### src/logic/l2_cache_pkg.sv
// L2 tag geometry and the way-entry format, shared by the tag RAMs and every pipeline stage
`default_nettype none

package l2_cache_pkg;

    // 512 sets x 4 ways, 18-bit tags
    localparam int L2_INDEX_BITS = 9;                 // set index width
    localparam int L2_TAG_BITS   = 18;                // tag width
    localparam int L2_WAYS       = 4;                 // associativity

    // set index into every tag RAM
    typedef logic [L2_INDEX_BITS-1:0] index_t;

    // address tag as stored per way
    typedef logic [L2_TAG_BITS-1:0] tag_t;

    // way number, 0..3
    typedef logic [$clog2(L2_WAYS)-1:0] way_t;

    // one way of one set, 20 bits
    typedef struct packed {
        logic valid;                                  // entry holds a line
        logic dirty;                                  // line modified since fill
        tag_t tag;                                    // line tag
    } l2_tag_entry_t;

endpackage

`default_nettype wire

### src/logic/l2_tag_sram.sv
// synchronous tag RAM, one read and one write port, instantiated per way and for the PLRU bits
`default_nettype none
`timescale 1ns/10ps

module l2_tag_sram #(
    parameter int  DEPTH   = 512,
    parameter type ENTRY_T = logic
) (
    input  logic                 clk,
    input  logic                 rd_en,
    input  l2_cache_pkg::index_t rd_index,
    input  logic                 wr_en,
    input  l2_cache_pkg::index_t wr_index,
    input  ENTRY_T               wr_data,
    output ENTRY_T               rd_data
);

    ENTRY_T mem [DEPTH];                              // contents cleared by the update stage

    // registered read, old data on a same-edge write
    always_ff @(posedge clk) begin
        if (rd_en) begin
            rd_data <= mem[rd_index];
        end
    end

    always_ff @(posedge clk) begin
        if (wr_en) begin
            mem[wr_index] <= wr_data;
        end
    end

endmodule

`default_nettype wire

### config.mk
export PLATFORM = sky130hd
export DESIGN_NAME = l2_tag_sram
export DESIGN_NICKNAME = d
export VERILOG_FILES = /design/src/logic/l2_cache_pkg.sv /design/src/logic/l2_tag_sram.sv
export SDC_FILE = /design/constraint.sdc
export NUM_CORES = 1
export LEC_CHECK = 0
export ABC_CLOCK_PERIOD_IN_PS = 3200
export BUFFER_PORTS_ARGS = -buffer_cell sky130_fd_sc_hd__buf_2
export CORE_MARGIN = 8
export CORE_UTILIZATION = 60
export DETAILED_ROUTE_END_ITERATION = 8
export GPL_ROUTABILITY_DRIVEN = 0
export PLACE_DENSITY = 0.76
export SLEW_MARGIN = 20
export SYNTH_ARGS = -nofsm -noshare
export SYNTH_HDL_FRONTEND = slang
export SYNTH_SLANG_ARGS = --single-unit
### constraint.sdc
create_clock -name clk -period 3.2 [get_ports clk]
set_input_delay 0.96 -clock clk [delete_from_list [all_inputs] [get_ports clk]]
set_output_delay 0.96 -clock clk [all_outputs]
set_load 0.02 [all_outputs]
Word level (Yosys, flattened, before mapping)
Memory sizes are Yosys's and may differ from the RTL's. A register that Yosys moved wholly into a read port is not among the register bits.
Cells that the tools add are included.
{ "totals": {"regBits": 0, "word_cells": 3, "inputBits": 22, "memories": 1, "ramBits": 512, "out_inout_bits": 1} }
{ "memory_table": {"columns": ["name", "depth", "width", "rd", "rd_clocked_by_memory_dff", "wr", "line", "rtl"], "rows": [
  ["mem", 512, 1, 1, 1, 1, "l2_tag_sram.sv:18", "ENTRY_T mem [DEPTH];"]
]} }
{ "op_classes": {"muxes": 2} }
{ "ops": {"columns": ["op", "count"], "rows": [
  ["2-to-1 mux 1 bit", 2]
]} }

Longest topological paths before layout
{ "logic_depth": {"depth_word": 2, "depth_mapped": 11, "ltp_nobuf": 7} }

Least setup slack after synthesis
No wires, ideal clock.
{ "synth_timing": {"kind": "input port to flip-flop", "start": "input port rd_index[0]", "end": "register rd_data, read port of mem, data pin", "t_arrival_ns": 2.608, "path_slack_ns": 0.328, "t_required_ns": 2.937, "cell_stages": 8, "path_buffers": 2, "setup_ns": 0.263, "cell_sequence": "buf_6 buf_12 mux4_1 mux4_2 nand3_1 and4bb_1 a2111o_1 nand4_1"} }
{ "synth_rtl": {"columns": ["item", "line", "rtl"], "rows": [
  ["start: declaration", "l2_tag_sram.sv:11", "input l2_cache_pkg::index_t rd_index,"],
  ["end: declaration", "l2_tag_sram.sv:15", "output ENTRY_T rd_data"]
]} }

==> summary.md <==
| Metric | Value |
|---|---|
| Htree depth | `2` |
| Register area share after synthesis | `roughly two thirds` |
| Critical Path Source Type | `input port` |
| Max cap viols | `0` |
| Skew-Pair Late Insertion Delay | `about 0.57 ns` |
| First-pass GRT wire length | `approximately 83000 µm` |
| Setup violators final | `0` |
| Synth Register Bits | `about 500` |
| Setup crit end | `rd_data$_DFFE_PP_` |
| Crit path from | `rd_index[0]` |
| CTS Hold Bufs | `0` |
| Post-CTS setup buffer count | `0` |
| Unrepaired setup endpoints after global routing | `false` |
| Xor/xnor share of the synthesized area | `0%` |
| FF-to-FF path depth | `8` |
| Placed wire-length estimate | `~33000 µm` |
| Die width | `210 µm` |
| Die area | `about 0.044 mm²` |
| Total Wirelength | `55200 µm` |
| Power Density | `553 mW/mm²` |
| Internal power | `approximately 0.011 W` |
| Ports | `23` |
| Sequential share of power | `between 50 and 60%` |
| Worst-Margin Slew | `~0.64 ns` |
| Sw Ratio | `21.4%` |
| Simple-gate area share of the yosys netlist | `10.8%` |
| Post-route ant nets | `0` |
| Largest family of logic cells by synthesized area | `multiplexers` |
| Cts repair resizes | `0` |
| Via count | `around 14000` |
| Cells after Synth | `roughly 1600` |
| Seq. cell area | `between 0.015 and 0.02 mm²` |
| Maximum vdd drop | `around 0.46 mV` |
| Total power | `approximately 0.014 W` |
| Final design utilization | `between 60% and 70%` |
| Gr usage total | `between 20% and 30%` |
| WS Path Type | `input port to flip-flop` |
| CTS buffer count | `50` |
| Antenna violations before repair | `5` |
| Initial drt markers | `about 1600` |
| Vias in the first global route | `about 14000` |
| CP required | `3.52 ns` |
| Row count | `just over 70` |
| Root Buffer | `clkbuf_16` |
| Final min period | `~2.7 ns` |
| Final Hold Viols | `0` |
| P_sw | `just under 0.003 W` |
| Drc violations | `0` |
| Slew HR | `a little under three fifths` |
| Post-synth net total | `1637` |
| R2r setup slk | `0.80 ns` |
| Adder-Cell Fraction of Synth Area | `0%` |
| Worst Setup End Kind | `flip-flop` |
| Area of the multi-input gates | `0.00641 mm²` |
| Fin crit share | `84.1%` |
| Gate power share | `6.0%` |
| Clk buf depth | `3` |
| Slew Viols, Final | `0` |
| Leakage | `7.90 nW` |
| FMAX | `roughly 0.37 GHz` |
| Worst-path fanout max | `33` |
| Result of the run | `complete, no violations` |
| Clock Sinks | `around 510` |
| Port buffer count | `22` |
| Clk network pwr share | `between 40 and 50%` |
| DR pass1 iterations | `5` |
| Avg WL per Cell | `25.0 µm` |
| R2r endpoint | `rd_data$_DFFE_PP_` |
| Netlist cell types | `42` |
| Filler Cell Count | `between 2000 and 3000` |
| Worst hold path class | `input port to flip-flop` |
| Worst-path clk slew | `0.06 ns` |
| Mux cell area share after synthesis | `12.7%` |
| WHS | `approximately 0.65 ns` |
| GRT overflow | `0` |
| Cell Area, Synth | `roughly 0.023 mm²` |
| WP data arrival | `about 3 ns` |
| Initial Utilization | `60.5%` |
| Compound-gate portion of the synthesized area | `roughly 4.7%` |
| CTS tree | `done` |
| Avg Inst Size Synth | `14.0 µm²` |
| CORE AREA | `0.0374 mm²` |
| Largest net degree at the start of global routing | `107` |
| Worst Skew | `roughly 0.0093 ns` |
| Worst r2r src | `mem[214]$_DFFE_PP_` |
| Vias per Instance | `between 6 and 7` |
| Syn-to-layout area delta | `11.2%` |
| Yosys warns | `0` |
| Share of cells above drive strength 1 | `15.1%` |
| Die Y | `210 µm` |
| Layout net count | `about 1700` |
## critical path: stages
cell	delay [ns]
buf_8	0.11
buf_12	0.25
buf_4	0.29
mux4_1	0.58
o22ai_1	0.13
o211ai_1	0.15
a21oi_1	0.23
a2111o_1	0.17
nand4_1	0.09
## worst min path at each step
stage	startpoint	endpoint	slack, ns	cells after the start
2_1_floorplan	wr_data	mem[0]$_DFFE_PP_	1.06	0
3_3_place_gp	rd_en	rd_data$_DFFE_PP_	1.23	1
3_5_place_dp	rd_en	rd_data$_DFFE_PP_	1.23	1
4_1_cts	rd_en	rd_data$_DFFE_PP_	0.63	1
5_1_grt	rd_en	rd_data$_DFFE_PP_	0.63	1
6_report	rd_en	rd_data$_DFFE_PP_	0.65	1
## synthesized netlist by cell type, drive strengths merged
cell type | number | area, µm²
nor3b | 5 | 37.5
nor4 | 4 | 25.0
o211ai | 8 | 65.1
nor3 | 4 | 20.0
nor2b | 6 | 37.5
a2111o | 3 | 33.8
mux4 | 72 | 1700
and3b | 2 | 17.5
o31ai | 2 | 15.0
nand2 | 58 | 218
a221o | 1 | 10.0
o221ai | 58 | 533
a211o | 1 | 8.76
o21ai | 8 | 40.0
dlygate4sd1 | 1 | 8.76
o22ai | 26 | 163
o2111ai | 1 | 8.76
buf | 54 | 492
nor2 | 532 | 2000
nand3b | 1 | 7.51
nand4 | 2 | 12.5
clkbuf | 82 | 312
and3 | 2 | 12.5
edfxtp | 513 | 15400
clkinv | 2 | 7.51
and4bb | 1 | 12.5
and2 | 2 | 12.5
nand2b | 1 | 6.26
o311ai | 1 | 8.76
mux2i | 116 | 1160
a21oi | 35 | 175
nand3 | 7 | 35.0
inv | 3 | 11.3
a311o | 1 | 10.0
## metrics by stage
step	setup WS (ns)	cell area, µm²	cells	TNS, ns
floorplan	0.328	22600	1615	0
global placement	-0.0636	23600	2113	-0.0636
detailed placement	-0.0669	23600	2113	-0.0669
CTS	0.518	25100	2205	0
global route	0.422	25100	2206	0
finish	0.510	25200	2208	0
## per-layer routing
metal	GRT usage [%]	vias to the layer above	part of all wire, %
li1	-	6079	-
met1	31.7	7067	36
met2	41.1	812	49
met3	5.69	155	11
met4	10.2	4	4.0
met5	0	-	0.049
## layout by cell type (no fill, tap or decap), types with 21 or more instances in the layout
master     count
o221ai_1      54
mux4_2        51
a21oi_1       35
mux2i_1      116
clkbuf_16     53
edfxtp_1     513
buf_4         87
nor2_1       532
nand2_1       57
o22ai_1       26
mux4_1        21
## state kept, by name, indices dropped and copies added (netlist names)
| register | cells |
|---|---|
| rd_data | 1 |
| mem | 512 |
## area by class of cell
cell class                      count  share of cell area, %
Tap cell                          511                   2.54
Clock buffer                       60                   5.38
Antenna cell                        3                 0.0298
Clock inverter                     32                  0.876
Multi-Input combinational cell    960                   25.5
Sequential cell                   513                   61.3
Inverter                            5                 0.0746
Timing Repair Buffer              124                   4.37
## power groups by stage
stage | Combinational, W | Sequential, W | Clock, W
final | 0.000832 | 0.00740 | 0.00567
after global routing | 0.000872 | 0.00740 | 0.00595
after CTS | 0.000820 | 0.00740 | 0.00572
after global placement | 0.000801 | 0.00755 | 0
after floorplan | 0.000470 | 0.00755 | 0
after detailed placement | 0.000816 | 0.00755 | 0
## logic make-up after synthesis
logic type	after synthesis
AND/OR/NAND/NOR	627
flip-flops	513
AO/OA/AOI/OAI	145
buffers and inverters	142
multiplexers	188
Power figures use the tool's default switching activity.
