<file path="src/logic/l2_cache_pkg.sv">
// L2 tag geometry and the way-entry format, shared by the tag RAMs and every pipeline stage
`default_nettype none

package l2_cache_pkg;

    // 512 sets x 4 ways, 18-bit tags
    localparam int L2_INDEX_BITS = 9;                 // set index width
    localparam int L2_TAG_BITS   = 18;                // tag width
    localparam int L2_WAYS       = 4;                 // associativity

    // set index into every tag RAM
    typedef logic [L2_INDEX_BITS-1:0] index_t;

    // address tag as stored per way
    typedef logic [L2_TAG_BITS-1:0] tag_t;

    // way number, 0..3
    typedef logic [$clog2(L2_WAYS)-1:0] way_t;

    // one way of one set, 20 bits
    typedef struct packed {
        logic valid;                                  // entry holds a line
        logic dirty;                                  // line modified since fill
        tag_t tag;                                    // line tag
    } l2_tag_entry_t;

endpackage

`default_nettype wire

</file>
<file path="src/logic/l2_req_pkg.sv">
// request opcodes and pseudo-LRU tree rules used by the compare and update stages
`default_nettype none

package l2_req_pkg;

    typedef enum logic [1:0] {
        OP_LOAD  = 2'd0,                              // read access
        OP_STORE = 2'd1,                              // write access, marks dirty
        OP_INVAL = 2'd2                               // drop the line if present
    } l2_op_t;

    // bit 0 picks the pair, bit 1 picks in ways 0/1, bit 2 picks in ways 2/3
    typedef logic [2:0] plru_t;

    // point every tree bit on the accessed way's path away from it
    function automatic plru_t plru_touch(
        input plru_t              plru,
        input l2_cache_pkg::way_t way
    );
        plru_t next;
        next = plru;
        case (way)
            2'd0: begin next[0] = 1'b1; next[1] = 1'b1; end
            2'd1: begin next[0] = 1'b1; next[1] = 1'b0; end
            2'd2: begin next[0] = 1'b0; next[2] = 1'b1; end
            default: begin next[0] = 1'b0; next[2] = 1'b0; end
        endcase
        return next;
    endfunction

    // free ways first (lowest number wins), otherwise follow the tree
    function automatic l2_cache_pkg::way_t plru_victim(
        input logic [l2_cache_pkg::L2_WAYS-1:0] valid,
        input plru_t                            plru
    );
        l2_cache_pkg::way_t way;
        if (!valid[0])      way = 2'd0;
        else if (!valid[1]) way = 2'd1;
        else if (!valid[2]) way = 2'd2;
        else if (!valid[3]) way = 2'd3;
        else if (plru[0])   way = plru[2] ? 2'd3 : 2'd2;   // upper pair
        else                way = plru[1] ? 2'd1 : 2'd0;   // lower pair
        return way;
    endfunction

endpackage

`default_nettype wire

</file>
<file path="src/logic/l2_tag_compare.sv">
// stage 2 of the tag pipeline, tag match and victim selection with forwarding of the last write
`default_nettype none
`timescale 1ns/10ps

module l2_tag_compare (
    input  logic                                clk,
    input  logic                                rst_n,
    input  l2_cache_pkg::index_t                s1_index,
    input  l2_cache_pkg::tag_t                  s1_tag,
    input  l2_cache_pkg::l2_tag_entry_t         way_rd [l2_cache_pkg::L2_WAYS],
    input  l2_req_pkg::plru_t                   plru_rd,
    input  logic                                wr_en,
    input  l2_cache_pkg::index_t                wr_index,
    input  logic [l2_cache_pkg::L2_WAYS-1:0]    wr_way_en,
    input  l2_cache_pkg::l2_tag_entry_t         wr_entry,
    input  l2_req_pkg::plru_t                   wr_plru,
    output logic                                s2_hit,
    output l2_cache_pkg::way_t                  s2_hit_way,
    output l2_cache_pkg::way_t                  s2_victim_way,
    output l2_cache_pkg::l2_tag_entry_t         s2_victim_entry,
    output l2_req_pkg::plru_t                   s2_plru
);
    import l2_cache_pkg::*;
    import l2_req_pkg::*;

    logic                fwd_valid;                   // a write landed on the last edge
    index_t              fwd_index;
    logic [L2_WAYS-1:0]  fwd_way_en;
    l2_tag_entry_t       fwd_entry;
    plru_t               fwd_plru;

    logic                same_set;
    l2_tag_entry_t       cur_entry [L2_WAYS];         // RAM data merged with forwarded write
    logic [L2_WAYS-1:0]  valid_vec;
    logic [L2_WAYS-1:0]  hit_vec;

    // the RAM read of this cycle happened on the same edge as the write,
    // so it returned the old contents; keep a copy of that write for one cycle
    always_ff @(posedge clk or negedge rst_n) begin
        if (!rst_n) begin
            fwd_valid <= 1'b0;
        end else begin
            fwd_valid <= wr_en;
        end
    end

    always_ff @(posedge clk) begin
        if (wr_en) begin
            fwd_index  <= wr_index;
            fwd_way_en <= wr_way_en;
            fwd_entry  <= wr_entry;
            fwd_plru   <= wr_plru;
        end
    end

    assign same_set = fwd_valid && (fwd_index == s1_index);

    always_comb begin
        for (int w = 0; w < L2_WAYS; w++) begin
            cur_entry[w] = (same_set && fwd_way_en[w]) ? fwd_entry : way_rd[w];
            valid_vec[w] = cur_entry[w].valid;
            hit_vec[w]   = cur_entry[w].valid && (cur_entry[w].tag == s1_tag);
        end
    end

    // at most one way matches, encode it
    always_comb begin
        s2_hit_way = '0;
        for (int w = L2_WAYS - 1; w >= 0; w--) begin
            if (hit_vec[w]) begin
                s2_hit_way = way_t'(w);
            end
        end
    end

    assign s2_hit          = |hit_vec;
    assign s2_plru         = same_set ? fwd_plru : plru_rd;   // unwritten plru keeps RAM value
    assign s2_victim_way   = plru_victim(valid_vec, s2_plru);
    assign s2_victim_entry = cur_entry[s2_victim_way];        // checked for write-back

endmodule

`default_nettype wire

</file>
<file path="config.mk">
export PLATFORM = sky130hd
export DESIGN_NAME = l2_tag_compare
export DESIGN_NICKNAME = d
export VERILOG_FILES = /design/src/logic/l2_cache_pkg.sv /design/src/logic/l2_req_pkg.sv /design/src/logic/l2_tag_compare.sv
export SDC_FILE = /design/constraint.sdc
export NUM_CORES = 1
export LEC_CHECK = 0
export ABC_AREA = 1
export BUFFER_PORTS_ARGS = -buffer_cell sky130_fd_sc_hd__buf_2
export CORE_MARGIN = 1
export CORE_UTILIZATION = 56
export DETAILED_ROUTE_END_ITERATION = 16
export PLACE_DENSITY = 0.9
export RECOVER_POWER = 25
export SYNTH_ARGS = -nofsm -noshare
export SYNTH_HDL_FRONTEND = slang
export SYNTH_SLANG_ARGS = --single-unit
</file>
<file path="constraint.sdc">
create_clock -name clk -period 7.6 [get_ports clk]
set_input_delay 2.28 -clock clk [delete_from_list [all_inputs] [get_ports clk]]
set_output_delay 2.28 -clock clk [all_outputs]
set_load 0.005 [all_outputs]
</file>
Word level (Yosys, flattened, before mapping)
Cells that the tools add are included.
- input bits: 149
- word-level logic and storage cells: 43
- output and inout port bits: 28
- register bits after elaboration: 37
- bitwise gates (word level): 1
- reduce and logical (&&, ||, !) cells: 10
- equality and inequality tests: 5
- multiplexer cells: 19
- $lt $le $gt $ge: 1
- operators with widths (operator ; number):
    2-to-1 mux 20 bit ; 6
    == test 18 bit ; 4
    binary-select mux 20 bit (select 2 bit) ; 1
    2-to-1 mux 2 bit ; 9
    == test 9 bit ; 1
    logical AND 1 bit ; 9
    OR reduction 4 bit ; 1
    greater-or-equal comparator 3 bit (second input constant) ; 1
    2-to-1 mux 3 bit ; 1
    inverter 2 -> 3 bit ; 1
    2-to-1 mux 1 bit ; 2

Longest topological paths before layout
- depth after elaboration: 13
- depth in mapped cells: 20
- gate-level depth less buffers: 19

Worst setup path after synthesis
OpenSTA, ideal clock, no wires.
- path type: input to output
- start: input s1_index[2]
- end: output s2_hit_way[0]
- buffers on the path: 2
- cell stages on the path: 15
- arrival time: 3.907 ns
- path slack: 1.413 ns
- data required time: 5.320 ns
- cell sequence: inv_1 -> or2_2 -> nand3b_1 -> nor2_4 -> nand3_1 -> buf_2 -> buf_2 -> nand2_1 -> nand3_1 -> nand2_1 -> nor2_1 -> nand2_1 -> nor2_1 -> nand3_1 -> a21oi_1
- word-level cells in the longest chain between the ends: 10
- elaborated cells between the ends (all ways): 22
- those cells by class: eq/ne: 5; mux: 8; reduce/logical: 9
- ends and longest elaborated chain (element ; RTL line ; RTL):
    start, declared ; l2_tag_compare.sv:8 ; input l2_cache_pkg::index_t s1_index,
    == test 9 bit * ; l2_tag_compare.sv:56 ; assign same_set = fwd_valid && (fwd_index == s1_index);
    logical AND 1 bit * ; l2_tag_compare.sv:56 ;
    logical AND 1 bit ; l2_tag_compare.sv:60 ; cur_entry[w] = (same_set && fwd_way_en[w]) ? fwd_entry : way_rd[w];
    2-to-1 mux 20 bit ; l2_tag_compare.sv:60 ;
    == test 18 bit ; l2_tag_compare.sv:62 ; hit_vec[w] = cur_entry[w].valid && (cur_entry[w].tag == s1_tag);
    logical AND 1 bit ; l2_tag_compare.sv:62 ;
    2-to-1 mux 2 bit (3 in series) ; l2_tag_compare.sv:70 ; if (hit_vec[w]) begin
    2-to-1 mux 2 bit * ; l2_tag_compare.sv:70 ;
    end, declared ; l2_tag_compare.sv:18 ; output l2_cache_pkg::way_t s2_hit_way,
Mark *: on every way between the ends. The rest lies on a longest branch, timed or not.

==> metrics.txt <==
status finished, final reports clean; Fill cells 813; P_leak 3.64 nW; Routed Antenna Nets 0; Die Wd 95.7 µm; Synthesized Nets 1,054; ant diodes 0; CTS buffer count 5; drt total wl 17,300 µm; cell-internal power 0.000404 W; Die ar. 9160 µm²; cell row count 33; Psw 0.000255 W; Critical Path AT 4.95 ns; IO buf count 176; WHS 1.74 ns; routed len/inst 14.7 µm; total gr overflow 0; htree depth 2; Synth Cell Area 4920 µm²; max-cap violations 0; largest net degree at the start of global routing 38; worst vdd ir 0.0902 mV; GP Congestion 0.993; largest family of logic cells by synthesized area simple AND/OR/NAND/NOR gates; antenna violations before repair 0; proportion of power drawn by combinational gates 37.6%; CTS clk-pin slew, worst paths 0.08 ns; Adder-Cell Fraction of Synth Area 0%; share of cells above drive strength 1 20.1%; Worst setup SP type input pin; total track usage 38.9%; number of global-route vias before repair 6,103; Final Max Slew Viols 0; clock root buffer clkbuf_8; post-synthesis sequential area ratio 22.5%; Sw Share 38.7%; initial detailed-routing violation count 633; Clock Sinks 37; DRC errors left 0; area of the multi-input gates 3100 µm²; setup violators final 0; final hold viol count 0; Unique masters post-synth 30; Synth top area share 30.2%; RSZ-0062 raised after global routing no; Post-DP HPWL 13,200 µm; critical-path maximum fanout 37; Clk pwr share 23.3%; Vias per Instance 5.65; synth-to-layout area growth 20.8%; CP endpoint kind output port; Post-Synth Simple-Gate Area 55.4%; Layout Nets 1,214; synth warn 0; Compound-Gate Fraction of Synth Area 6.23%; core area 8340 µm²; Max Fclk 0.138 GHz; first-pass GRT wire length 27,300 µm; Starting Density 59.0%; worst slew pin tran 0.871 ns; Post-Synth XOR/XNOR Area 1.42%; postcts setup bufs 0; sequential power share 39.1%; Mapped Avg Cell Area 5.43 µm²; IO Pins 177; TritonCTS clock tree built; relative slew slack 41.9%; Max Buffers Root-to-Sink 2; number of hold buffers added after cts 0; drt pass-1 iters 6; crit path time final 7.23 ns; mux cell area share after synthesis 0%; HP Class input pin to async pin; post-route setup TNS 0 ns; Final Cycle Share 95.1%; cell taking the most area after synthesis nand2_1; #FFs+latches synth 37; # resized after CTS 0; register area 1110 µm²; Crit Path Class input pin to output port; die span in y 95.7 µm; top post-synthesis cells by area nand2_1 30%, edfxtp_1 22%, nand3_1 14%; Cell Pwr Density 111 nW/µm²; CP required 5.32 ns; Synth Instances 905; vias after detailed routing 6,611
worst max-delay path, stage by stage:
cell	delay (ns)
buf_2	0.08
inv_1	0.04
or2_2	0.28
nand3b_1	0.13
nor2_4	0.08
nand3_2	0.08
buf_4	0.34
nand2_1	0.11
o21ai_2	0.08
buf_4	0.42
nand2_2	0.33
buf_12	0.26
nand2_1	0.06
nand3_1	0.07
nand2_1	0.14
buf_2	0.13
per-stage QoR:
stage                     power (W)  std cells  area, µm²  setup WS [ns]  util (%)
after detailed placement   0.000502       1163       5850          0.497      70.1
after floorplan            0.000400        905       4920           1.41         -
after CTS                  0.000652       1171       5940          0.489      71.2
after global placement     0.000499       1163       5850          0.531      70.1
final                      0.000659       1171       5940          0.375      71.2
after global routing       0.000699       1171       5940          0.142      71.2
power by group through the flow:
stage / logic [W] / clock network [W] / registers, W
detailed placement: 0.000241 / 0 / 0.000261
finish: 0.000248 / 0.000154 / 0.000257
floorplan: 0.000148 / 0 / 0.000253
global route: 0.000279 / 0.000162 / 0.000259
CTS: 0.000242 / 0.000153 / 0.000256
global placement: 0.000239 / 0 / 0.000260
sequential cells by signal (all words and copies together), names as in the netlist:
signal,count
fwd_entry,20
fwd_index,9
fwd_way_en,4
fwd_plru,3
fwd_valid,1
Yosys cell counts, drive strengths merged:
cell type	instances
dfrtp	1
xnor2	1
and3	1
a21boi	1
nor2b	1
nand2	398
edfxtp	36
nand4	36
and2	3
nand3	141
clkbuf	8
o21ai	32
nand3b	1
inv	135
o21a	1
o211ai	14
a21oi	2
buf	29
nor2	54
or2	2
xor2	7
o2111ai	1
cell usage in the layout (no fill, tap or decap):
| cell | instances |
|---|---|
| edfxtp_1 | 36 |
| buf_2 | 176 |
| nand3b_1 | 1 |
| buf_12 | 1 |
| a21oi_1 | 2 |
| buf_4 | 13 |
| or2_2 | 2 |
| inv_1 | 133 |
| o21ai_0 | 17 |
| o211ai_1 | 14 |
| nor2_4 | 3 |
| nand4_1 | 36 |
| a21boi_0 | 1 |
| inv_2 | 2 |
| inv_6 | 1 |
| nand3_1 | 138 |
| and2_1 | 3 |
| nand2_2 | 3 |
| and3_1 | 1 |
| o21ai_2 | 3 |
| xnor2_1 | 1 |
| clkbuf_8 | 5 |
| clkinv_4 | 1 |
| xor2_1 | 7 |
| nor2b_1 | 1 |
| o2111ai_1 | 1 |
| dfrtp_1 | 1 |
| clkinvlp_4 | 1 |
| nand2_1 | 395 |
| o21ai_1 | 12 |
| nand3_2 | 3 |
| nor2_1 | 51 |
| o21a_1 | 1 |
final timing paths:
path,startpoint,to,slack (ns),cells past startpoint
max in group asynchronous,rst_n,fwd_valid$_DFF_PN0_,5.78,1
worst min-delay path,rst_n,fwd_valid$_DFF_PN0_,1.74,1
worst max-delay path,s1_index[2],s2_victim_entry[15],0.37,16
min in group clk,wr_entry[0],fwd_entry[0]$_DFFE_PP_,2.14,1
logic make-up after synthesis:
logic type      Yosys count
xor+xnor                  8
compound gates           51
simple gates            637
flops                    37
buf+inv                 172
final cells by class:
| cell class | count | area share, % |
|---|---|---|
| Timing Repair Buffer | 190 | 16.8 |
| Sequential cell | 37 | 18.6 |
| Multi-Input combinational cell | 696 | 52.3 |
| Inverter | 135 | 8.53 |
| Tap cell | 105 | 2.21 |
| Clock inverter | 3 | 0.421 |
| Clock buffer | 5 | 1.16 |
layer usage:
metal  share of wire, %  global-route usage, %
met1                 38                   48.2
met2                 45                   64.2
met3                 12                   7.42
met4                5.3                   20.4
met5                  0                      0
Note: power is estimated with default switching activity, not from simulation.
