[src/logic/l2_cache_pkg.sv]
// L2 tag geometry and the way-entry format, shared by the tag RAMs and every pipeline stage
`default_nettype none

package l2_cache_pkg;

    // 512 sets x 4 ways, 18-bit tags
    localparam int L2_INDEX_BITS = 9;                 // set index width
    localparam int L2_TAG_BITS   = 18;                // tag width
    localparam int L2_WAYS       = 4;                 // associativity

    // set index into every tag RAM
    typedef logic [L2_INDEX_BITS-1:0] index_t;

    // address tag as stored per way
    typedef logic [L2_TAG_BITS-1:0] tag_t;

    // way number, 0..3
    typedef logic [$clog2(L2_WAYS)-1:0] way_t;

    // one way of one set, 20 bits
    typedef struct packed {
        logic valid;                                  // entry holds a line
        logic dirty;                                  // line modified since fill
        tag_t tag;                                    // line tag
    } l2_tag_entry_t;

endpackage

`default_nettype wire

[src/logic/l2_req_pkg.sv]
// request opcodes and pseudo-LRU tree rules used by the compare and update stages
`default_nettype none

package l2_req_pkg;

    typedef enum logic [1:0] {
        OP_LOAD  = 2'd0,                              // read access
        OP_STORE = 2'd1,                              // write access, marks dirty
        OP_INVAL = 2'd2                               // drop the line if present
    } l2_op_t;

    // bit 0 picks the pair, bit 1 picks in ways 0/1, bit 2 picks in ways 2/3
    typedef logic [2:0] plru_t;

    // point every tree bit on the accessed way's path away from it
    function automatic plru_t plru_touch(
        input plru_t              plru,
        input l2_cache_pkg::way_t way
    );
        plru_t next;
        next = plru;
        case (way)
            2'd0: begin next[0] = 1'b1; next[1] = 1'b1; end
            2'd1: begin next[0] = 1'b1; next[1] = 1'b0; end
            2'd2: begin next[0] = 1'b0; next[2] = 1'b1; end
            default: begin next[0] = 1'b0; next[2] = 1'b0; end
        endcase
        return next;
    endfunction

    // free ways first (lowest number wins), otherwise follow the tree
    function automatic l2_cache_pkg::way_t plru_victim(
        input logic [l2_cache_pkg::L2_WAYS-1:0] valid,
        input plru_t                            plru
    );
        l2_cache_pkg::way_t way;
        if (!valid[0])      way = 2'd0;
        else if (!valid[1]) way = 2'd1;
        else if (!valid[2]) way = 2'd2;
        else if (!valid[3]) way = 2'd3;
        else if (plru[0])   way = plru[2] ? 2'd3 : 2'd2;   // upper pair
        else                way = plru[1] ? 2'd1 : 2'd0;   // lower pair
        return way;
    endfunction

endpackage

`default_nettype wire

[src/logic/l2_tag_lookup.sv]
// stage 1 of the tag pipeline, accepts a request and starts the read of all tag RAMs
`default_nettype none
`timescale 1ns/10ps

module l2_tag_lookup (
    input  logic                 clk,
    input  logic                 rst_n,
    input  logic                 init_done,
    input  logic                 req_valid,
    input  l2_req_pkg::l2_op_t   req_op,
    input  l2_cache_pkg::index_t req_index,
    input  l2_cache_pkg::tag_t   req_tag,
    output logic                 rd_en,
    output l2_cache_pkg::index_t rd_index,
    output logic                 s1_valid,
    output l2_req_pkg::l2_op_t   s1_op,
    output l2_cache_pkg::index_t s1_index,
    output l2_cache_pkg::tag_t   s1_tag
);

    // requests during the clearing sweep are dropped
    assign rd_en    = req_valid && init_done;
    assign rd_index = req_index;                      // same set for all five RAMs

    always_ff @(posedge clk or negedge rst_n) begin
        if (!rst_n) begin
            s1_valid <= 1'b0;
        end else begin
            s1_valid <= rd_en;
        end
    end

    // request fields line up with the RAM outputs of the same edge
    always_ff @(posedge clk) begin
        if (rd_en) begin
            s1_op    <= req_op;
            s1_index <= req_index;
            s1_tag   <= req_tag;
        end
    end

endmodule

`default_nettype wire

[config.mk]
export PLATFORM = sky130hd
export DESIGN_NAME = l2_tag_lookup
export DESIGN_NICKNAME = d
export VERILOG_FILES = /design/src/logic/l2_cache_pkg.sv /design/src/logic/l2_req_pkg.sv /design/src/logic/l2_tag_lookup.sv
export SDC_FILE = /design/constraint.sdc
export NUM_CORES = 1
export LEC_CHECK = 0
export BUFFER_PORTS_ARGS = -buffer_cell sky130_fd_sc_hd__buf_4
export CAP_MARGIN = 20
export CORE_ASPECT_RATIO = 0.6
export CORE_MARGIN = 3
export CORE_UTILIZATION = 34
export CTS_CLUSTER_SIZE = 25
export DETAILED_ROUTE_END_ITERATION = 8
export PLACE_DENSITY = 0.75
export SLEW_MARGIN = 30
export SYNTH_ARGS = -nofsm -noshare
export SYNTH_HDL_FRONTEND = slang
export SYNTH_SLANG_ARGS = --single-unit
[constraint.sdc]
create_clock -name clk -period 1.8 [get_ports clk]
set_input_delay 0.54 -clock clk [delete_from_list [all_inputs] [get_ports clk]]
set_output_delay 0.54 -clock clk [all_outputs]
set_load 0.05 [all_outputs]
Yosys cells after proc, flatten, opt, wreduce, memory -nomap -nowiden
Index checks and enable logic that the tools add are counted.
{"block": "word_totals", "reg_bits": 30, "in_bits": 33, "output_inout_bits": 40, "wordCells": 5}
{"block": "classes", "reduce_logical": 1}
{"op": "$logic_and A1 B1 Y1", "n": 1}

Depth between registers and ports, before layout
Gate-level depths: netlist of the first run.
{"block": "logic_depth", "ltp_word": 1, "mapped_depth": 1, "ltp_nobuf": 1}

Worst setup path before layout of the first run
OpenSTA, ideal clock, no wires.
{"block": "synth_timing", "path_type": "input port to output port", "from": "input init_done", "to": "output rd_en", "arrival_ps": 1607, "required_ps": 1260, "slack_ps": -347, "stages": 1, "cell_sequence": "and2_1"}
{"block": "synth_via", "elab_chain_len": 1}
{"element": "from (decl)", "line": "l2_tag_lookup.sv:8", "source": "input logic init_done,"}
{"element": "$logic_and A1 B1 Y1", "line": "l2_tag_lookup.sv:22", "source": "assign rd_en = req_valid && init_done;"}
{"element": "to (decl)", "line": "l2_tag_lookup.sv:13", "source": "output logic rd_en,"}
No other way between the ends.

Final worst setup path of the first run
{"block": "layout_timing", "from": "input req_valid", "to": "output rd_en"}
{"block": "layout_via", "elab_chain_len": 1}
{"element": "from (decl)", "line": "l2_tag_lookup.sv:9", "source": "input logic req_valid,"}
{"element": "$logic_and A1 B1 Y1", "line": "l2_tag_lookup.sv:22"}
No other way between the ends.

==> flow_summary.toml, run 1 <==
[outcome]
status = "completed"

[sta]
setup_viol = 0
slew_violations = 0
fin_crit_ps = 1563
fmax_ghz = 0.6399
period_share_pct = 86.81
slew_headroom_pct = 75.47
finalSetupTns_ps = 0
tightest_slew_ps = 367.9
rsz0062_at_grt = "no"
hold_violations = 0

[pwr]
total_power_mw = 1.685
switching_share_pct = 28.40
p_per_area_mw_per_mm2 = 1072
pwr-share-comb_pct = 21.3
pwr-share-seq_pct = 49.3
netSwitchingPower_mw = 0.4785
irDropWorstVdd_v = 0.0006402
leakage_nw = 0.6796
internal_power_mw = 1.206
power_frac_clock_pct = 29.4

[global_routing]
grt_pass1_wl_microns = 2939
antenna_found_initial = 0
grt_use_total_pct = 12.50
grt_overflow = 0
grt_max_degree = 31
grt_pass1_vias = 694

[setup_path]
cp-end-kind = "primary output"
cp_top_family = "buffers and inverters"
max_stage_delay_ps = 190
cp.arrival_ps = 1020
crit_start = "req_valid"
crit_chain = "buf_4, and2_2, buf_4"
critical_path_buf_inv_count = 2
cp_data_required_time_ps = 1260
path_class = "primary input to primary output"
endpoint = "rd_en"
cp_common_cell = "buf_4"
startpoint_type = "primary input"
critPathSlowestCell = "and2_2"
crit_cells = 3
cp_max_fo = 2

[route]
avgRoutedWirePerCell_microns = 14.24
ant_nets = 0
num_vias = 609
vias_per_cell = 4.229
drc = 0
drt_iter0_drc = 17
wl_microns = 2050
dr.pass1.iters = 3

[place]
gp_congestion = 0.6345
portBuffers = 72

[cts]
clock_sinks = 30
cts_tree = "yes"
cts_hold_buffers = 0
cts_buffer_depth = 2
htree_levels = 2
cts-root-buf = "clkbuf_8"
clk_transition_reported_paths_ps = 50
cts-buffers-inserted = 5
post_cts_resized = 0
post-cts-setup-buffer-count = 0

[final_layout]
syn_to_final_growth_pct = 62.06
drive_gt1_share_pct = 70.54
fillCellCount = 201
nNetsFinal = 144
insertedDiodeCount = 0

[yosys]
ys_ff_latch = 30
synth_cells = 40
synthDistinctLibCells = 4
synth.cell_area_sq_um = 969.7
syn-mean-instance-area_sq_um = 24.24
synth_fp_nets = 73
ys_warn_count = 0
ys_seq_area_share_pct = 92.39

[die]
dieArea_sq_mm = 0.003550
ioPinCount = 73
die_x_microns = 74.95
core_sq_mm = 0.002610
rows = 14
die_h_microns = 47.37
initial_core_util_pct = 37.15

[worst_hold_path]
hp-class = "primary input to asynchronous set/reset pin"

[run]
cap_violations = 0
metal layers:
layer  part of all wire [%]  global-route usage, %
met4                   0.93                  7.447
met2                     52                  21.11
met1                     32                  10.60
met5                      0                      0
met3                     15                  9.829
layout by cell type (no fill, tap or decap):
cell type,count
buf_4,73
edfxtp_1,29
clkbuf_8,5
clkbuf_1,3
and2_2,1
dfrtp_1,1
power groups by stage:
stage          clock network (mW)  logic, mW  registers, mW
6_report                    0.496      0.359          0.830
5_1_grt                     0.550      0.372          0.834
4_1_cts                     0.512      0.363          0.831
3_5_place_dp                    0      0.362          0.845
3_3_place_gp                    0      0.359          0.843
2_1_floorplan                   0     0.0683           1.01
sequential cells by signal, summed over array words and instances (netlist names):
register	count
s1_op	2
s1_tag	18
s1_index	9
s1_valid	1
Yosys cell counts:
master	instances	area, sq um
edfxtp_1	29	870.8
dfrtp_1	1	25.02
and2_1	1	6.260
buf_4	9	67.56
how the worst min path moves through the flow:
stage,start,endpoint,cells after the start
after detailed placement,rst_n,s1_valid$_DFF_PN0_,1
after global placement,rst_n,s1_valid$_DFF_PN0_,1
after floorplan,rst_n,s1_valid$_DFF_PN0_,0
final,rst_n,s1_valid$_DFF_PN0_,1
after global routing,rst_n,s1_valid$_DFF_PN0_,1
after CTS,rst_n,s1_valid$_DFF_PN0_,1
cells by family after synthesis:
group                  Yosys count  synth area share, %
buffers and inverters            9                6.967
and+or+nand+nor                  1               0.6456
DFF                             30                92.39
layout make-up:
type	count	area (sq um)	share of cell area, %
multi-input cells	1	7.507	0.4777
repair buffers	73	548.0	34.87
well taps	32	40.04	2.548
flip-flops and latches	30	895.9	57.01
clock buffers	8	80.08	5.096
metrics by stage:
stage	setup WS, ps	hold slack [ps]	utilization, %	instances	cell area [sq um]
3_5_place_dp	234.5	317.8	57.14	136	1491
2_1_floorplan	93.25	244.4	-	40	970.9
4_1_cts	233.6	26.94	60.21	144	1572
5_1_grt	225.7	20.69	60.21	144	1572
3_3_place_gp	234.8	315.5	57.14	136	1491
6_report	237.3	38.32	60.21	144	1572
No activity file was read; power rests on OpenSTA's default activity.
==> run 2, diff against run 1 <==
--- a/config.mk
+++ b/config.mk
@@ -9,10 +9,11 @@
 export CAP_MARGIN = 20
 export CORE_ASPECT_RATIO = 0.6
 export CORE_MARGIN = 3
-export CORE_UTILIZATION = 34
+export CORE_UTILIZATION = 30
 export CTS_CLUSTER_SIZE = 25
 export DETAILED_ROUTE_END_ITERATION = 8
-export PLACE_DENSITY = 0.75
+export MAX_ROUTING_LAYER = met4
+export PLACE_DENSITY = 0.67
 export SLEW_MARGIN = 30
 export SYNTH_ARGS = -nofsm -noshare
 export SYNTH_HDL_FRONTEND = slang
==> run 2 against run 1 <==
Worst hold slack lost 3.4 ps. Sequential cell count is the same. Sequential power is essentially flat. Count of clock-buffer cells in the layout shrank 3. First-iteration DRC count grew 29%. Critical path depth is the same. Via count shrank 0.33%. Power shrank 1.0%. Largest cell class unchanged. Largest power group unchanged.
==> flow_summary.toml, run 2 (synthesis results as in run 1) <==
[pwr]
leakage_nw = 0.6839
total_power_mw = 1.668
p_per_area_mw_per_mm2 = 1054
irDropWorstVdd_v = 0.0005929

[die]
rows = 15
initial_core_util_pct = 32.49
ioPinCount = 73
dieArea_sq_mm = 0.003973
core_sq_mm = 0.002984
die_h_microns = 50.04
die_x_microns = 79.40

[route]
wl_microns = 2010
ant_nets = 0
avgRoutedWirePerCell_microns = 13.14
num_vias = 607
vias_per_cell = 3.967
drc = 0
drt_iter0_drc = 22
dr.pass1.iters = 4

[global_routing]
antenna_found_initial = 0
busiest_layer = "met2"
grt_pass1_wl_microns = 2870
grt_use_total_pct = 10.87
grt_max_degree = 31
met2_usage_pct = 14.94
met3_usage_pct = 5.657
grt_pass1_vias = 585
grt_util_met1_pct = 12.08
grt_overflow = 0

[final_layout]
fillCellCount = 270
reg.largest.list = "s1_tag x18, s1_index x9, s1_op x2"
insertedDiodeCount = 0
fin_area_sq_mm = 0.001583
final_common_cell = "buf_4"
top_register = "s1_tag"
nNetsFinal = 144
drive_gt1_share_pct = 72.97
layout_common_cells = "buf_4, edfxtp_1, clkbuf_8"
finalNonFillerCells = 153
largest_reg_flops = 18
syn_to_final_growth_pct = 63.23
post-route-util_pct = 53.04

[cts]
cts-root-buf = "clkbuf_8"
clock_sinks = 30
cts_buffer_depth = 2
post-cts-setup-buffer-count = 0
post_cts_resized = 0
cts-buffers-inserted = 5
cts_tree = "yes"
cts_hold_buffers = 0
htree_levels = 2
clk_transition_reported_paths_ps = 60

[setup_path]
cp_common_cell = "buf_4"
critPathSlowestCell = "and2_2"
cp.arrival_ps = 1050
cp-end-kind = "primary output"
cp_data_required_time_ps = 1260
path_class = "primary input to primary output"
max_stage_delay_ps = 210
crit_chain = "buf_4, and2_2, buf_4"
cp_max_fo = 2
startpoint_type = "primary input"

[sta]
tightest_slew_ps = 367.0
rsz0062_at_grt = "no"
fmax_ghz = 0.6297
setup_viol = 0
fin_crit_ps = 1588
slew_headroom_pct = 75.53
period_share_pct = 88.23
finalSetupTns_ps = 0
hold_violations = 0
slew_violations = 0

[place]
placed_area_sq_mm = 0.001504
portBuffers = 72
placed_cells_incl_taps = 146
dp_hpwl_microns = 1523
gp_congestion = 0.5983

[worst_hold_path]
hp-class = "primary input to asynchronous set/reset pin"

[outcome]
status = "completed"

[run]
cap_violations = 0
run 2: cell types whose count changed in the layout (fill, tap and decap cells not counted):
cell | before | now
clkbuf_1 | 3 | 0
clkinv_2 | 0 | 2
run 2: path summary, 6_finish.rpt:
check,cells past startpoint,start,to,slack (ps)
max in group asynchronous,1,rst_n,s1_valid$_DFF_PN0_,1680
min,1,rst_n,s1_valid$_DFF_PN0_,30
max,3,req_valid,rd_en,210
min in group clk,1,req_tag[0],s1_tag[0]$_DFFE_PP_,440
run 2: per-stage QoR:
step / setup slack [ps] / hold slack [ps]
6_report: 211.9 / 34.96
3_5_place_dp: 205.6 / 316.7
4_1_cts: 205.6 / 19.80
3_3_place_gp: 207.0 / 316.4
5_1_grt: 198.4 / 13.42
2_1_floorplan: 93.25 / 244.4
run 2: layout make-up:
type	count	area (sq um)	share of cell area, %
sequential	30	895.9	56.60
timing repair buffer	73	548.0	34.62
clock inverter	2	10.01	0.6324
clock buffer	5	68.82	4.348
multi-input combinational	1	7.507	0.4743
tap	42	52.55	3.320
run 2: power by group:
| part | total [mW] | internal, mW | switching (mW) |
|---|---|---|---|
| Combinational | 0.358 | 0.114 | 0.243 |
| Sequential | 0.830 | 0.818 | 0.0116 |
| Clock | 0.480 | 0.258 | 0.222 |
| Total | 1.67 | 1.19 | 0.477 |
run 2: worst max-delay path: cells and delay by family:
kind          cells  cell delay (ps)
buf+inv           2              290
simple gates      1              210
run 2: per-layer routing:
layer  part of all wire (%)  up-vias  wire [microns]
li1                       -      280               -
met1                     38      277             754
met2                     46       46             927
met3                     15        4             292
met4                    1.8        0              36
met5                      0        -               0
