File: src/logic/l2_cache_pkg.sv
// L2 tag geometry and the way-entry format, shared by the tag RAMs and every pipeline stage
`default_nettype none

package l2_cache_pkg;

    // 512 sets x 4 ways, 18-bit tags
    localparam int L2_INDEX_BITS = 9;                 // set index width
    localparam int L2_TAG_BITS   = 18;                // tag width
    localparam int L2_WAYS       = 4;                 // associativity

    // set index into every tag RAM
    typedef logic [L2_INDEX_BITS-1:0] index_t;

    // address tag as stored per way
    typedef logic [L2_TAG_BITS-1:0] tag_t;

    // way number, 0..3
    typedef logic [$clog2(L2_WAYS)-1:0] way_t;

    // one way of one set, 20 bits
    typedef struct packed {
        logic valid;                                  // entry holds a line
        logic dirty;                                  // line modified since fill
        tag_t tag;                                    // line tag
    } l2_tag_entry_t;

endpackage

`default_nettype wire

File: src/logic/l2_req_pkg.sv
// request opcodes and pseudo-LRU tree rules used by the compare and update stages
`default_nettype none

package l2_req_pkg;

    typedef enum logic [1:0] {
        OP_LOAD  = 2'd0,                              // read access
        OP_STORE = 2'd1,                              // write access, marks dirty
        OP_INVAL = 2'd2                               // drop the line if present
    } l2_op_t;

    // bit 0 picks the pair, bit 1 picks in ways 0/1, bit 2 picks in ways 2/3
    typedef logic [2:0] plru_t;

    // point every tree bit on the accessed way's path away from it
    function automatic plru_t plru_touch(
        input plru_t              plru,
        input l2_cache_pkg::way_t way
    );
        plru_t next;
        next = plru;
        case (way)
            2'd0: begin next[0] = 1'b1; next[1] = 1'b1; end
            2'd1: begin next[0] = 1'b1; next[1] = 1'b0; end
            2'd2: begin next[0] = 1'b0; next[2] = 1'b1; end
            default: begin next[0] = 1'b0; next[2] = 1'b0; end
        endcase
        return next;
    endfunction

    // free ways first (lowest number wins), otherwise follow the tree
    function automatic l2_cache_pkg::way_t plru_victim(
        input logic [l2_cache_pkg::L2_WAYS-1:0] valid,
        input plru_t                            plru
    );
        l2_cache_pkg::way_t way;
        if (!valid[0])      way = 2'd0;
        else if (!valid[1]) way = 2'd1;
        else if (!valid[2]) way = 2'd2;
        else if (!valid[3]) way = 2'd3;
        else if (plru[0])   way = plru[2] ? 2'd3 : 2'd2;   // upper pair
        else                way = plru[1] ? 2'd1 : 2'd0;   // lower pair
        return way;
    endfunction

endpackage

`default_nettype wire

File: src/logic/l2_tag_update.sv
// stage 3 of the tag pipeline, builds the RAM writes, clears the array after reset, drives the response
`default_nettype none
`timescale 1ns/10ps

module l2_tag_update #(
    parameter int DEPTH = 512
) (
    input  logic                                clk,
    input  logic                                rst_n,
    input  logic                                s1_valid,
    input  l2_req_pkg::l2_op_t                  s1_op,
    input  l2_cache_pkg::index_t                s1_index,
    input  l2_cache_pkg::tag_t                  s1_tag,
    input  logic                                s2_hit,
    input  l2_cache_pkg::way_t                  s2_hit_way,
    input  l2_cache_pkg::way_t                  s2_victim_way,
    input  l2_cache_pkg::l2_tag_entry_t         s2_victim_entry,
    input  l2_req_pkg::plru_t                   s2_plru,
    output logic                                init_done,
    output logic                                wr_en,
    output l2_cache_pkg::index_t                wr_index,
    output logic [l2_cache_pkg::L2_WAYS-1:0]    wr_way_en,
    output l2_cache_pkg::l2_tag_entry_t         wr_entry,
    output l2_req_pkg::plru_t                   wr_plru,
    output logic                                resp_valid,
    output logic                                resp_hit,
    output l2_cache_pkg::way_t                  resp_way,
    output logic                                evict_valid,
    output l2_cache_pkg::tag_t                  evict_tag
);
    import l2_cache_pkg::*;
    import l2_req_pkg::*;

    index_t sweep_idx;                                // set being cleared
    way_t   acc_way;                                  // way touched by a load or store
    logic   fill;                                     // miss that allocates the victim
    logic   evict;

    assign acc_way = s2_hit ? s2_hit_way : s2_victim_way;
    assign fill    = s1_valid && !s2_hit && (s1_op != OP_INVAL);
    assign evict   = fill && s2_victim_entry.valid && s2_victim_entry.dirty;

    always_comb begin
        wr_en     = 1'b0;
        wr_index  = s1_index;
        wr_way_en = '0;
        wr_entry  = '{valid: 1'b1, dirty: (s1_op == OP_STORE), tag: s1_tag};
        wr_plru   = s2_plru;
        if (!init_done) begin
            // clear all ways and the tree of one set per cycle
            wr_en     = 1'b1;
            wr_index  = sweep_idx;
            wr_way_en = '1;
            wr_entry  = '0;
            wr_plru   = '0;
        end else if (s1_valid) begin
            case (s1_op)
                OP_LOAD, OP_STORE: begin
                    wr_en   = 1'b1;
                    wr_plru = plru_touch(s2_plru, acc_way);
                    if (!s2_hit || s1_op == OP_STORE) begin
                        wr_way_en = L2_WAYS'(1) << acc_way;   // load hit leaves the entry alone
                    end
                end
                OP_INVAL: begin
                    if (s2_hit) begin
                        wr_en     = 1'b1;
                        wr_way_en = L2_WAYS'(1) << s2_hit_way;
                        wr_entry  = '{valid: 1'b0, dirty: 1'b0, tag: s1_tag};
                    end
                end
                default: ;
            endcase
        end
    end

    always_ff @(posedge clk or negedge rst_n) begin
        if (!rst_n) begin
            sweep_idx   <= '0;
            init_done   <= 1'b0;
            resp_valid  <= 1'b0;
            evict_valid <= 1'b0;
        end else begin
            if (!init_done) begin
                sweep_idx <= sweep_idx + 1'b1;
                if (sweep_idx == index_t'(DEPTH - 1)) begin
                    init_done <= 1'b1;                // stays high until reset
                end
            end
            resp_valid  <= s1_valid;
            evict_valid <= evict;
        end
    end

    // response fields, valid alongside resp_valid
    always_ff @(posedge clk) begin
        if (s1_valid) begin
            resp_hit  <= s2_hit;
            resp_way  <= (s2_hit || s1_op == OP_INVAL) ? s2_hit_way : s2_victim_way;
            evict_tag <= s2_victim_entry.tag;
        end
    end

endmodule

`default_nettype wire

File: config.mk
export PLATFORM = sky130hd
export DESIGN_NAME = l2_tag_update
export DESIGN_NICKNAME = d
export VERILOG_FILES = /design/src/logic/l2_cache_pkg.sv /design/src/logic/l2_req_pkg.sv /design/src/logic/l2_tag_update.sv
export SDC_FILE = /design/constraint.sdc
export NUM_CORES = 1
export LEC_CHECK = 0
export BUFFER_PORTS_ARGS = -buffer_cell sky130_fd_sc_hd__buf_4
export CAP_MARGIN = 10
export CORE_ASPECT_RATIO = 0.6
export CORE_UTILIZATION = 43
export DETAILED_ROUTE_END_ITERATION = 8
export PLACE_DENSITY = 0.85
export SYNTH_ARGS = -nofsm -noshare
export SYNTH_HDL_FRONTEND = slang
export SYNTH_SLANG_ARGS = --single-unit
File: constraint.sdc
create_clock -name clk -period 2.9 [get_ports clk]
set_input_delay 0.725 -clock clk [delete_from_list [all_inputs] [get_ports clk]]
set_output_delay 0.725 -clock clk [all_outputs]
set_load 0.05 [all_outputs]
Word-level counts from Yosys, hierarchy flattened:

Index checks and enable logic that the tools add are counted.
Widths: inputs -> output; s select.

* output and inout bits: 61
* input port bits: 60
* register bits: 33

* shift-type cells: 2
* reductions and logical operators: 11
* equal/unequal tests: 6
* mux-type cells: 24
* add/sub/neg operators: 1

Operators by type and width (count)
* $mux 20: 4
* $mux 4: 4
* $add 9x1->9 const B: 1
* $eq 9x9->1 const B: 1
* $mux 3: 3
* $mux 9: 1
* $pmux 4 s2: 1
* $shl 1x2->4 const A: 2
* $mux 1: 6
* $pmux 1 s2: 3
* $eq 2x1->1 const B: 2
* $eq 2x2->1 const B: 2
* $logic_and 1x1->1: 4
* $logic_not 2->1: 2
* $mux 2: 2
* $reduce_or 2->1: 2
* $logic_or 1x1->1: 2
* $ne 2x2->1 const B: 1
* $logic_not 1->1: 1

Logic depth before layout (Yosys ltp):

* word-level depth: 7
* mapped depth: 5
* mapped depth without buffers: 5

Worst setup path before layout:

No wires, ideal clock.

* kind: input -> output
* from: in s2_hit_way[0]
* to: out wr_way_en[3] (netlist name)
* buffers on the path: 1
* stages: 3
* arrival time: 2.290 ns
* slack: -0.115 ns
* cell sequence: clkbuf_1 -> a31oi_1 -> o31ai_1

* longest elaborated chain between the ends: 6
* elaborated cells between the ends (all ways): 8
* those cells by class: shift (2); mux (6)

Ends and longest elaborated chain
* start, declared: RTL line l2_tag_update.sv:15 `input l2_cache_pkg::way_t s2_hit_way,`
* $mux 2: RTL line l2_tag_update.sv:39 `assign acc_way = s2_hit ? s2_hit_way : s2_victim_way;`
* $shl 1x2->4: RTL line l2_tag_update.sv:62 `wr_way_en = L2_WAYS'(1) << acc_way;`
* $mux 4: RTL line l2_tag_update.sv:61 `if (!s2_hit || s1_op == OP_STORE) begin`
* $pmux 4 s2 (*): RTL line l2_tag_update.sv:57 `case (s1_op)`
* $mux 4 (*): RTL line l2_tag_update.sv:56 `end else if (s1_valid) begin`
* $mux 4 (*): RTL line l2_tag_update.sv:49 `if (!init_done) begin`
* end, declared: RTL line l2_tag_update.sv:22 `output logic [l2_cache_pkg::L2_WAYS-1:0] wr_way_en,`

Mark *: on every way between the ends. The rest lies on a longest branch, timed or not.

Worst setup path after layout:

* from: in s2_hit
* to: out wr_way_en[1] (netlist name)

* longest elaborated chain between the ends: 6
* elaborated cells between the ends (all ways): 9
* those cells by class: shift (1); mux (6); reduce/logical (2)

Ends and longest elaborated chain
* start, declared: RTL line l2_tag_update.sv:14 `input logic s2_hit,`
* $mux 2 or $logic_not 1->1 (tied branches): RTL line l2_tag_update.sv:39, l2_tag_update.sv:61
* $shl 1x2->4 or $logic_or 1x1->1 (tied branches): RTL line l2_tag_update.sv:62, l2_tag_update.sv:61
* $mux 4: RTL line l2_tag_update.sv:61
* $pmux 4 s2 (*): RTL line l2_tag_update.sv:57
* $mux 4 (*): RTL line l2_tag_update.sv:56
* $mux 4 (*): RTL line l2_tag_update.sv:49

Marks and branches as above.

==> impl_metrics.py <==
metrics = {
    "clock_network": {
        "cts_setup_buffers": 0,
        "hold_buffers": 0,
        "clock_latency_ns": 0.28,
        "numCtsBuffers": 5,
        "tritoncts": "built",
        "path_clk_slew_ns": 0.07,
        "clock_path_buffers": 2,
        "clock_sinks": 33,
        "htreeDepth": 2,
        "cts_root_buf": "clkbuf_8",
        "cts_resized": 0,
    },
    "grt": {
        "grt_antenna_before_repair": 0,
        "grt_pass1_vias": 1335,
        "grt_use_total": 0.242,
        "grt_max_degree": 40,
        "grt_pass1_wl_um": 6910,
        "overflow": 0,
    },
    "pwr": {
        "power_density_nw_per_um2": 415,
        "totalPowerFinal_mw": 1.09,
        "leakage_nw": 1.24,
        "peakVddDrop_mv": 0.409,
    },
    "final_layout": {
        "final_common_cell": "buf_4",
        "fillers": 242,
        "nets": 309,
        "diodes": 0,
        "ff_latch_area_um2": 931,
        "multi_input_area_um2": 632,
        "synthToLayoutAreaGrowth_pct": 64.0,
        "final_cells": 293,
        "drive_above_1_share": 0.589,
        "layout_common_cells": "122 x buf_4, 21 x edfxtp_1, 19 x and2_1",
    },
    "critical_path": {
        "critical_path_peak_fanout": 10,
        "cp-start-kind": "input pin",
        "cp_slowest_cell": "mux2i_4",
        "timing.critical_path.slowest_cell_delay_ns": 0.27,
        "cp.arrival_ns": 1.87,
        "crit_path_cell_trace": "buf_4 > mux2i_4 > nand3b_1 > o221ai_1 > buf_4",
        "path_class": "in2out",
        "cp_common_cell": "buf_4",
        "regToRegStartpoint": "sweep_idx[0]$_DFFE_PN0N_",
        "critPathRequiredTime_ns": 2.17,
        "crit_start": "s2_hit",
        "end_kind": "output port",
    },
    "routing": {
        "dr.pass1.iters": 5,
        "drc": 0,
        "wl_um": 4470,
        "vias": 1398,
        "antenna_left": 0,
        "wl_per_cell_um": 15.3,
        "drt_iter0_drc": 142,
        "vias_per_cell": 4.77,
    },
    "logic_synthesis": {
        "async_reset_ff_frac": 0.364,
        "yosys_register_bits": 33,
        "synth.yosys.seq_area_share": 0.582,
        "netlist_instances": 124,
        "synth_edf_count": 21,
        "ys.flop_type": "edfxtp_1",
        "syn-cell-area_um2": 1600,
        "synthDistinctLibCells": 38,
        "synth_warnings": 0,
        "postSynthAreaPerCell_um2": 12.9,
        "synthesis.nets": 186,
    },
    "placement": {
        "gp_congestion": 0.884,
        "hpwl_um": 3480,
        "port_buffers": 120,
        "pre_cts_slack_ns": 0.325,
        "dp_cells": 285,
    },
    "timing": {
        "min_period_ns": 2.59,
        "hold_viol_final": 0,
        "tightest_slew_ns": 0.351,
        "period_share": 0.894,
        "rsz0062_at_grt": "false",
        "setup-violations-final": 0,
        "clock_skew_ns": 0.00572,
        "fmax_mhz": 386,
        "slew_headroom": 0.766,
        "layout_setup_ws_ns": 0.309,
        "finalSetupTns_ns": 0,
        "maxSlewViolCount": 0,
    },
    "die": {
        "die_x_um": 80.8,
        "num_rows": 16,
        "core_um2": 3400,
        "die_y_um": 49.3,
        "start_util": 0.470,
        "die_area_um2": 3980,
        "io_pins": 121,
    },
    "hold_path": {
        "holdCritPathClass": "in2async",
    },
    "job": {
        "maxCapViolations": 0,
    },
    "status": {
        "status": "finished clean",
    },
}
==> worst max-delay path, delay by kind of cell <==
kind | cells | cell delay, ns
simple gates | 1 | 0.20
compound gates | 1 | 0.27
buf+inv | 2 | 0.40
mux | 1 | 0.27
==> logic make-up (layout without fill, tap and decap cells) <==
kind of cell	after synthesis	in the layout	synth area share
muxes	16	16	0.118
DFF	33	33	0.582
and+or+nand+nor	46	46	0.163
adders and majority gates	2	2	0.0156
buffers and inverters	8	132	0.0266
AOI/OAI and AO/OA	12	12	0.0563
xor gates and xnor gates	7	7	0.0383
==> where the power goes <==
part           switching, mW  internal, mW
clock                  0.161         0.166
sequential           0.00710         0.530
combinational          0.134        0.0905
total                  0.302         0.786
==> through the flow <==
| stage | hold slack, ns | cell area [um2] | util |
|---|---|---|---|
| 2_1_floorplan | 0.429 | 1610 | - |
| 3_3_place_gp | 0.496 | 2540 | 0.747 |
| 3_5_place_dp | 0.494 | 2540 | 0.747 |
| 4_1_cts | 0.263 | 2630 | 0.771 |
| 5_1_grt | 0.264 | 2630 | 0.771 |
| 6_report | 0.271 | 2630 | 0.771 |
==> sequential cells by signal (all words and copies together) (netlist names) <==
signal,flops
resp_way,2
evict_valid,1
sweep_idx,9
resp_valid,1
evict_tag,18
resp_hit,1
init_done,1
==> Yosys cell counts, types with 2 or more instances <==
cell	n	area, um2
edfxtp_1	21	631
and2_1	19	119
mux2_2	13	146
dfrtp_1	12	300
nand2_1	9	33.8
nor2_1	5	18.8
xnor2_1	5	43.8
clkbuf_1	3	11.3
a21oi_1	2	10.0
ha_1	2	25.0
mux2i_1	2	20.0
nand2b_1	2	12.5
nand4_1	2	12.5
nand4b_1	2	17.5
xor2_1	2	17.5
==> path summary, 6_finish.rpt <==
kind                       depth (start not counted)  slack [ns]                  endpoint
min reg2reg                                        1        0.51  sweep_idx[6]$_DFFE_PN0N_
max                                                5        0.31              wr_way_en[1]
max in group asynchronous                          1        2.47  sweep_idx[8]$_DFFE_PN0N_
max reg2reg                                        5        1.47  sweep_idx[8]$_DFFE_PN0N_
min                                                1        0.27  sweep_idx[3]$_DFFE_PN0N_
min in group clk                                   1        0.51  sweep_idx[6]$_DFFE_PN0N_
==> metal layers <==
metal  wire (um)  vias to the layer above  track usage
met2        2140                       68        0.364
met5           0                        -            0
met3         325                        6       0.0617
li1            -                      689            -
met1        1940                      635        0.334
met4          64                        0       0.0923
==> cell type report <==
type	count	area share
clock inverter	2	0.00381
sequential	33	0.355
clock buffer	6	0.0276
timing repair buffer	122	0.349
inverter	2	0.00286
tap	45	0.0214
multi-input combinational	83	0.241
(Power assumes the default switching activity.)
